===== config.mk =====
export PLATFORM = sky130hd
export DESIGN_NAME = cam_front_top
export DESIGN_NICKNAME = d
export VERILOG_FILES = /design/src/hdl/cam_pkg.sv /design/src/hdl/cam_capture_ctrl.sv /design/src/hdl/cam_byte_packer.sv /design/src/hdl/color_bar_gen.sv /design/src/hdl/pixel_formatter.sv /design/src/hdl/cam_front_top.sv
export SDC_FILE = /design/constraint.sdc
export NUM_CORES = 1
export LEC_CHECK = 0
export BUFFER_PORTS_ARGS = -buffer_cell sky130_fd_sc_hd__buf_2
export CELL_PAD_IN_SITES_DETAIL_PLACEMENT = 1
export CELL_PAD_IN_SITES_GLOBAL_PLACEMENT = 1
export CORE_ASPECT_RATIO = 0.7
export CORE_UTILIZATION = 41
export DETAILED_ROUTE_END_ITERATION = 10
export PLACE_DENSITY = 0.72
export SYNTH_ARGS = -nofsm -noshare
export SYNTH_HDL_FRONTEND = slang
export SYNTH_SLANG_ARGS = --single-unit
export TNS_END_PERCENT = 5

===== constraint.sdc =====
create_clock -name cmos1_pclk -period 2.98 [get_ports cmos1_pclk]
set_clock_uncertainty 0.15 [all_clocks]
set_input_delay 0.596 -clock cmos1_pclk [delete_from_list [all_inputs] [get_ports cmos1_pclk]]
set_output_delay 0.596 -clock cmos1_pclk [all_outputs]
set_load 0.02 [all_outputs]

===== src/hdl/cam_pkg.sv =====
//==========================================================================
// Camera front end constants, bar colours and pixel types
//==========================================================================
`default_nettype none

package cam_pkg;

	localparam int CAM_BYTE_W = 8;	// Camera bus width
	localparam int PIX_W      = 16;
	localparam int H_NUM      = 1280;	// Columns per line
	localparam int BAR_W      = 160;	// Columns per bar
	localparam int COL_W      = 12;

	// Bar colours in BGR565 codes
	localparam logic [PIX_W-1:0] BAR_RED     = 16'h001F;
	localparam logic [PIX_W-1:0] BAR_GREEN   = 16'h07E0;
	localparam logic [PIX_W-1:0] BAR_BLUE    = 16'hF800;
	localparam logic [PIX_W-1:0] BAR_YELLOW  = 16'h07FF;
	localparam logic [PIX_W-1:0] BAR_CYAN    = 16'hFFE0;
	localparam logic [PIX_W-1:0] BAR_MAGENTA = 16'hF81F;
	localparam logic [PIX_W-1:0] BAR_WHITE   = 16'hFFFF;
	localparam logic [PIX_W-1:0] BAR_BLACK   = 16'h0000;

	typedef logic [CAM_BYTE_W-1:0] cam_byte_t;
	typedef logic [COL_W-1:0]      col_t;

	typedef struct packed {
		logic [4:0] r;	// Top bits
		logic [5:0] g;
		logic [4:0] b;
	} rgb565_t;

	typedef struct packed {
		cam_byte_t hi;
		cam_byte_t lo;
	} byte_pair_t;

	// Written as bytes by the packer, read as fields by the formatter
	typedef union packed {
		rgb565_t    rgb;
		byte_pair_t bytes;
	} pix_word_u;

	typedef struct packed {
		logic      vsync;
		logic      href;
		cam_byte_t data;
	} cam_in_t;

	typedef struct packed {
		logic href_d;
		col_t col;
		logic sof_pend;
		logic sol_pend;
	} line_ctl_t;

	typedef struct packed {
		logic      valid;
		pix_word_u word;
	} packed_pix_t;

	typedef struct packed {
		logic      valid;
		logic      sof;
		logic      sol;
		pix_word_u data;
	} pixel_out_t;

endpackage

`default_nettype wire


===== src/hdl/cam_capture_ctrl.sv =====
//==========================================================================
// Sync sampling, edge detection, column counter and start-of flags
//==========================================================================
`default_nettype none

module cam_capture_ctrl import cam_pkg::*; (
	input  wire         i_clk,
	input  wire         i_rst_n,
	input  wire cam_in_t     i_cam,
	input  wire packed_pix_t i_pix,
	output line_ctl_t   o_line
);

	logic href_d;	// Aligned with the registered data byte
	logic href_q;
	logic vsync_d;
	logic vsync_q;
	logic href_rise;
	logic vsync_rise;
	col_t col;
	logic sof_pend;
	logic sol_pend;

	assign href_rise  = href_d & ~href_q;
	assign vsync_rise = vsync_d & ~vsync_q;

	// Sync sampling
	always_ff @(posedge i_clk or negedge i_rst_n) begin
		if (!i_rst_n) begin
			href_d  <= 1'b0;
			href_q  <= 1'b0;
			vsync_d <= 1'b0;
			vsync_q <= 1'b0;
		end else begin
			href_d  <= i_cam.href;
			href_q  <= href_d;
			vsync_d <= i_cam.vsync;
			vsync_q <= vsync_d;
		end
	end

	//==========================================================================
	// Column counter, restarts on either sync edge
	//==========================================================================
	always_ff @(posedge i_clk or negedge i_rst_n) begin
		if (!i_rst_n) begin
			col <= '0;
		end else if (vsync_rise || href_rise) begin
			col <= '0;
		end else if (i_pix.valid) begin
			if (col == col_t'(H_NUM - 1))
				col <= '0;	// Wrap at end of line
			else
				col <= col + col_t'(1);
		end
	end

	// Pending flags wait for the first pixel, a new edge wins over the clear
	always_ff @(posedge i_clk or negedge i_rst_n) begin
		if (!i_rst_n) begin
			sof_pend <= 1'b0;
			sol_pend <= 1'b0;
		end else begin
			if (vsync_rise)
				sof_pend <= 1'b1;
			else if (i_pix.valid)
				sof_pend <= 1'b0;

			if (href_rise)
				sol_pend <= 1'b1;
			else if (i_pix.valid)
				sol_pend <= 1'b0;
		end
	end

	assign o_line.href_d   = href_d;
	assign o_line.col      = col;
	assign o_line.sof_pend = sof_pend;
	assign o_line.sol_pend = sol_pend;

endmodule

`default_nettype wire


===== src/hdl/cam_byte_packer.sv =====
//==========================================================================
// Camera byte register and high/low byte pairing into 16-bit words
//==========================================================================
`default_nettype none

module cam_byte_packer import cam_pkg::*; (
	input  wire         i_clk,
	input  wire         i_rst_n,
	input  wire cam_in_t     i_cam,
	input  wire line_ctl_t   i_line,
	output packed_pix_t o_pix
);

	cam_byte_t data_d;	// Same cycle as i_line.href_d
	cam_byte_t hi_byte;
	logic      phase;	// 0 on high byte, 1 on low byte
	logic      valid_q;
	pix_word_u word_q;

	always_ff @(posedge i_clk) begin
		data_d <= i_cam.data;
	end

	// Pairing phase and output strobe
	always_ff @(posedge i_clk or negedge i_rst_n) begin
		if (!i_rst_n) begin
			phase   <= 1'b0;
			valid_q <= 1'b0;
		end else begin
			valid_q <= i_line.href_d & phase;
			if (i_line.href_d)
				phase <= ~phase;
			else
				phase <= 1'b0;	// Drops an odd trailing byte
		end
	end

	// Byte storage
	always_ff @(posedge i_clk) begin
		if (i_line.href_d && !phase)
			hi_byte <= data_d;

		if (i_line.href_d && phase) begin
			word_q.bytes.hi <= hi_byte;
			word_q.bytes.lo <= data_d;
		end
	end

	assign o_pix.valid = valid_q;
	assign o_pix.word  = word_q;

endmodule

`default_nettype wire


===== src/hdl/color_bar_gen.sv =====
//==========================================================================
// Eight-bar colour pattern lookup, registered per column
//==========================================================================
`default_nettype none

module color_bar_gen import cam_pkg::*; (
	input  wire     i_clk,
	input  wire     i_rst_n,
	input  wire col_t    i_col,
	output rgb565_t o_bar
);

	logic [2:0] bar_idx;
	rgb565_t    bar_q;

	// Column never passes H_NUM-1 so the index fits in 3 bits
	assign bar_idx = 3'(i_col / col_t'(BAR_W));

	always_ff @(posedge i_clk or negedge i_rst_n) begin
		if (!i_rst_n) begin
			bar_q <= BAR_BLACK;
		end else begin
			case (bar_idx)
				3'd0:    bar_q <= BAR_RED;
				3'd1:    bar_q <= BAR_GREEN;
				3'd2:    bar_q <= BAR_BLUE;
				3'd3:    bar_q <= BAR_YELLOW;
				3'd4:    bar_q <= BAR_CYAN;
				3'd5:    bar_q <= BAR_MAGENTA;
				3'd6:    bar_q <= BAR_WHITE;
				default: bar_q <= BAR_BLACK;
			endcase
		end
	end

	assign o_bar = bar_q;

endmodule

`default_nettype wire


===== src/hdl/pixel_formatter.sv =====
//==========================================================================
// Red/blue swap, test bar select and output pixel register
//==========================================================================
`default_nettype none

module pixel_formatter import cam_pkg::*; (
	input  wire         i_clk,
	input  wire         i_rst_n,
	input  wire packed_pix_t i_pix,
	input  wire line_ctl_t   i_line,
	input  wire rgb565_t     i_bar,
	input  wire         i_swap_rb,
	input  wire         i_test_bar,
	output pixel_out_t  o_pix
);

	rgb565_t   cam_rgb;
	rgb565_t   fmt_rgb;
	logic      valid_q;
	logic      sof_q;
	logic      sol_q;
	pix_word_u data_q;

	assign cam_rgb = i_pix.word.rgb;

	// Source select, bar pattern bypasses the swap
	always_comb begin
		fmt_rgb = cam_rgb;
		if (i_test_bar) begin
			fmt_rgb = i_bar;
		end else if (i_swap_rb) begin
			fmt_rgb.r = cam_rgb.b;
			fmt_rgb.b = cam_rgb.r;
		end
	end

	always_ff @(posedge i_clk or negedge i_rst_n) begin
		if (!i_rst_n) begin
			valid_q <= 1'b0;
			sof_q   <= 1'b0;
			sol_q   <= 1'b0;
		end else begin
			valid_q <= i_pix.valid;
			sof_q   <= i_pix.valid & i_line.sof_pend;	// First pixel of frame
			sol_q   <= i_pix.valid & i_line.sol_pend;	// First pixel of line
		end
	end

	always_ff @(posedge i_clk) begin
		if (i_pix.valid)
			data_q.rgb <= fmt_rgb;
	end

	assign o_pix.valid = valid_q;
	assign o_pix.sof   = sof_q;
	assign o_pix.sol   = sol_q;
	assign o_pix.data  = data_q;

endmodule

`default_nettype wire


===== src/hdl/cam_front_top.sv =====
//==========================================================================
// Camera pixel front end top, control plus datapath instances
//==========================================================================
`default_nettype none

module cam_front_top import cam_pkg::*; (
	input  wire        cmos1_pclk,
	input  wire        core_rst_n,
	input  wire cam_in_t    i_cam,
	input  wire        i_swap_rb,
	input  wire        i_test_bar,
	output pixel_out_t o_pix
);

	line_ctl_t   line_ctl;	// Control to datapath
	packed_pix_t packed_pix;
	rgb565_t     bar_rgb;

	cam_capture_ctrl u_cam_capture_ctrl (
		.i_clk   (cmos1_pclk),
		.i_rst_n (core_rst_n),
		.i_cam   (i_cam),
		.i_pix   (packed_pix),	// Advances the column
		.o_line  (line_ctl)
	);

	cam_byte_packer u_cam_byte_packer (
		.i_clk   (cmos1_pclk),
		.i_rst_n (core_rst_n),
		.i_cam   (i_cam),
		.i_line  (line_ctl),
		.o_pix   (packed_pix)
	);

	color_bar_gen u_color_bar_gen (
		.i_clk   (cmos1_pclk),
		.i_rst_n (core_rst_n),
		.i_col   (line_ctl.col),
		.o_bar   (bar_rgb)
	);

	// Output stage
	pixel_formatter u_pixel_formatter (
		.i_clk      (cmos1_pclk),
		.i_rst_n    (core_rst_n),
		.i_pix      (packed_pix),
		.i_line     (line_ctl),
		.i_bar      (bar_rgb),
		.i_swap_rb  (i_swap_rb),
		.i_test_bar (i_test_bar),
		.o_pix      (o_pix)
	);

endmodule

`default_nettype wire


== Word-level counts from Yosys, hierarchy flattened ==
Cells that the tools add are included.
Storage, ports and cells
  bits in registers: 87
  output and inout bits: 19
Operators by class
  add/sub/neg operators: 1
  divide/modulo/power cells: 1
  equal/unequal tests: 7
  mux-type cells: 13
  bitwise gates (word level): 8
  reductions and logical operators: 8
Operator list (number)
  case mux 16 bit (7 select lines): 1
  2-to-1 mux 12 bit: 3
  2-to-1 mux 5 bit: 4
  adder 12 x 1 -> 12 bit (second input constant): 1
  divider 12 x 8 -> 12 bit (second input constant): 1
  equality test 12 x 11 -> 1 bit (second input constant): 1
  equality test 3 bit (second input constant): 3
  equality test 3 x 2 -> 1 bit (second input constant): 2
  2-to-1 mux 6 bit: 1
  nonzero test 2 bit: 3
  bitwise AND 1 bit: 5
  2-to-1 mux 1 bit: 4
  equality test 3 x 1 -> 1 bit (second input constant): 1
  zero test 3 bit: 1
  inverter 1 bit: 3
  logical AND 1 bit: 2
  zero test 1 bit: 1
  logical OR 1 bit: 1

== Depth between registers and ports, before layout ==
  word-level depth: 4
  gate-level depth with buffers: 9
  gate-level depth less buffers: 8

== Modules after synthesis ==
A second synthesis with hierarchy kept.
Second synthesis, totals
  cell total of the unflattened synthesis: 277
  area total of the unflattened synthesis: 3453.3 um^2
By module, submodules not included
  cam_byte_packer: instances 1, cells each 37, area an instance 954.7 um^2
  pixel_formatter: instances 1, cells each 64, area an instance 909.6 um^2
  cam_capture_ctrl: instances 1, cells each 85, area an instance 887.1 um^2
  color_bar_gen: instances 1, cells each 91, area an instance 701.9 um^2

== Least setup slack after synthesis ==
Ideal clock, no wire load.
  path type: register to register
  start point: register u_cam_capture_ctrl.col[6]
  end point: register u_color_bar_gen.bar_q (netlist bit u_color_bar_gen.o_bar[9])
  setup time: 0.141 ns
  data arrival time: 1.786 ns
  data required time: 2.689 ns
  path slack: 0.903 ns
  stages on the path, launching flop included: 9
  period minus slack after synthesis: 2.077 ns
  cells stage by stage: dfrtp_1 > buf_2 > or3b_1 > a2bb2oi_2 > o22ai_1 > a211oi_4 > maj3_1 > mux2i_1 > mux2i_1
On the way
  word-level cells in the longest chain between the ends: 3
  elaborated cells on any way between the ends: 9
  classes of those cells: div (1); eq/ne (6); mux (1); reduce/logical (1)
Ends and longest elaborated chain
  from (decl): line cam_capture_ctrl.sv:20  | col_t col;
  from (signal assigned): line cam_capture_ctrl.sv:54  | col <= col + col_t'(1);
  divider 12 x 8 -> 12 bit (*): line color_bar_gen.sv:17  | assign bar_idx = 3'(i_col / col_t'(BAR_W));
  equality test 3 bit, or another cell as far along: line color_bar_gen.sv:23  | case (bar_idx)
  case mux 16 bit (7 select lines) (*): line color_bar_gen.sv:23
  to (signal assigned): line color_bar_gen.sv:24  | 3'd0: bar_q <= BAR_RED;
  to (signal assigned): line color_bar_gen.sv:25  | 3'd1: bar_q <= BAR_GREEN;
  to (signal assigned): line color_bar_gen.sv:26  | 3'd2: bar_q <= BAR_BLUE;
  to (decl): line color_bar_gen.sv:14  | rgb565_t bar_q;
Every way passes the cells marked *; elsewhere a longest branch is shown, timed or not.
A chain may end at the register's enable or synchronous reset.

== Final worst setup path ==
  start point: register u_cam_capture_ctrl.col[8]
  end point: register u_color_bar_gen.bar_q (netlist bit u_color_bar_gen.o_bar[14])
The elaborated chain is that of the path after synthesis.

==> results.tsv <==
stage	metric	value	unit
setup_path	CP max FO	23	
sta	max-slew violations	0	
floorplanning	Initial Util	43.68	%
power_and_ir_drop	leakage	1.505	nW
floorplanning	chip width	109.2	um
floorplanning	Core ar.	7547	um2
power_and_ir_drop	peak supply drop	0.0003592	V
clock_network	clk buf depth	2	
sta	Fmax achieved	382.7	MHz
run	max capacitance violation total	0	
floorplanning	die height	77.03	um
global_routing	first-pass GRT wire length	12320	um
sta	Hold Vio Cnt, Final	0	
sta	worst hold slack	0.1356	ns
synth	Yosys top cell by area	edfxtp_1	
status	status	completed	
synth	Ys Warns	0	
clock_network	Reg clk slew, reported paths	0.06	ns
final_layout	Syn-to-layout area delta	15.67	%
place	PortBufs	32	
setup_path	CP required	3.00	ns
sta	post-route setup TNS	0	ns
sta	Setup violations, final	0	
global_routing	initial antenna violation count	0	
place	RD Place Congestion	0.8885	
final_layout	Layout Utilization	50.53	%
drt	ANT nets after route	0	
global_routing	vias in the first global route	2342	
setup_path	Setup CP Type	reg -> reg	
clock_network	post-CTS setup buffer count	0	
synth	Post-Syn Area	3297	um2
clock_network	clk sink count	74	
final_layout	number of nets in the layout	338	
sta	max_slew headroom	39.15	%
drt	drt wl/cell	17.86	um
setup_path	startpoint types	register	
final_layout	most frequent cells in the layout	40 x edfxtp_1, 32 x buf_2, 30 x nor2_1	
sta	clock period minus worst slack	2.613	ns
final_layout	share of layout cells above drive strength 1	17.43	%
global_routing	largest net degree at the start of global routing	27	
place	pre-CTS WS	0.3856	ns
clock_network	CTS resizes	0	
drt	DR pass1 iterations	4	
setup_path	CP arrival	2.63	ns
clock_network	H-tree levels	3	
drt	1st-iter DRT viols	112	
place	placed cells	409	
synth	Avg Cell Area, Syn	11.14	um2
min_path	Hold Crit Class	in -> async	
synth	Seq cells post-synth	74	
floorplanning	die area	8410	um2
drt	Routed WL	7590	um
clock_network	clock latency on the worst-skew pair	0.33	ns
drt	via count	2334	
global_routing	GRT overflow	0	
global_routing	All-Layer GR Usage	19.84	%
synth	register area share after synthesis	61.02	%
clock_network	hold buffer count at cts	0	
synth	EDFF count, synth	40	
place	post-detail-place hpwl	5270	um
clock_network	total CTS buffers	9	
clock_network	CTS tree	done	
synth	top_reg_cell synth	edfxtp_1	
synth	Netlist cell types	46	
drt	Avg Vias per Cell	5.492	
synth	post-synth top area share	36.43	%
floorplanning	# rows	26	
synth	Syn Inst Count	296	
synth	ys async rst share	35.14	%
sta	post-route clock period utilization	87.68	%
drt	DRC Markers	0	
power_and_ir_drop	pwr/cell area	609.2	nW/um2
synth	syn nets	312	
final_layout	commonest non-fill, non-tap cell in the layout	edfxtp_1	
sta	final worst slack	0.3673	ns
synth	Synth area leaders	edfxtp_1 36%, dfrtp_1 20%, dfxtp_1 4.9%	
sta	RSZ-0062 raised after global routing	no	
floorplanning	IO Pins	33	
setup_path	Setup crit end kind	register	
final_layout	antenna cells	0	
clock_network	Root Buffer	clkbuf_16	
sta	worst slew pin tran	0.9108	ns
final_layout	Non-Filler Instances	425	
==> critical path: stages (launching register included) <==
cell	delay, ns
dfrtp_1	0.87
xor2_1	0.20
a2bb2oi_2	0.18
o22ai_1	0.25
a211oi_4	0.08
nor2_1	0.14
nor2_1	0.05
a2111oi_0	0.53
==> stage by stage <==
stage	power, W	cell area, um2
floorplan	0.001221	3297
global placement	0.001258	3511
detailed placement	0.001266	3511
CTS	0.002343	3814
global route	0.002393	3814
finish	0.002323	3814
==> cell families (layout without fill, tap and decap cells) <==
family	count (synthesis)	count (layout)	share of synthesized area, %
AO/OA/AOI/OAI	65	65	13.36
XOR/XNOR	9	9	2.391
adder cells (fa/ha/maj)	3	3	1.063
buffers and inverters	37	68	4.933
flip-flops	74	74	61.02
multiplexers	5	5	1.518
AND/OR/NAND/NOR	103	103	15.71
==> final cells by class <==
cell class,instances,area (um2)
fillers,837,3734
well taps,98,122.6
clock inverters,6,52.55
clock buffers,10,250.2
flip-flops and latches,74,2012
repair buffers,37,197.7
multi-input cells,185,1122
inverters,15,56.30
==> cell usage after synthesis, drive strengths merged, types with 6 or more instances <==
library cell	n
nor2	30
clkbuf	10
edfxtp	40
a211oi	12
nor2b	17
nand2	19
and3	6
o21ai	20
xor2	8
nand2b	8
dfrtp	26
dfxtp	8
buf	12
inv	15
a21oi	11
==> registers in the layout, indices dropped and copies added (netlist names), 3 cells and up <==
register                   count
u_cam_byte_packer.word_q      16
u_color_bar_gen.o_bar          3
u_pixel_formatter.data_q      16
u_cam_capture_ctrl.col        12
u_cam_byte_packer.hi_byte      8
u_cam_byte_packer.data_d       8
==> metal layers <==
metal	up-vias	global-route usage [%]	wire length, um
met5	-	0	0
met1	1175	27.71	3645
li1	1099	-	-
met4	0	6.933	111
met2	49	29.50	3476
met3	11	5.442	357
==> worst paths after layout <==
kind                                                  startpoint                                       to  slack, ns  cells after the start
setup / recovery           u_cam_capture_ctrl.col[8]$_DFFE_PN0P_      u_color_bar_gen.o_bar[14]$_DFF_PN0_       0.37                      7
hold / removal                                        core_rst_n        u_pixel_formatter.sol_q$_DFF_PN0_       0.14                      1
setup reg to reg           u_cam_capture_ctrl.col[8]$_DFFE_PN0P_      u_color_bar_gen.o_bar[14]$_DFF_PN0_       0.37                      7
hold reg to reg             u_cam_capture_ctrl.vsync_d$_DFF_PN0_     u_cam_capture_ctrl.vsync_q$_DFF_PN0_       0.24                      0
max in group asynchronous                             core_rst_n  u_cam_capture_ctrl.sol_pend$_DFFE_PN0P_       2.12                      1
min in group cmos1_pclk                                 i_cam[0]      u_cam_byte_packer.data_d[0]$_DFF_P_       0.21                      1
==> report_power, final <==
part	internal [W]	leakage (nW)	switching [W]
sequential	0.00113	0.777	0.0000187
clock	0.000629	0.143	0.000450
combinational	0.0000301	0.584	0.0000698
No activity file was read; power rests on OpenSTA's default activity.
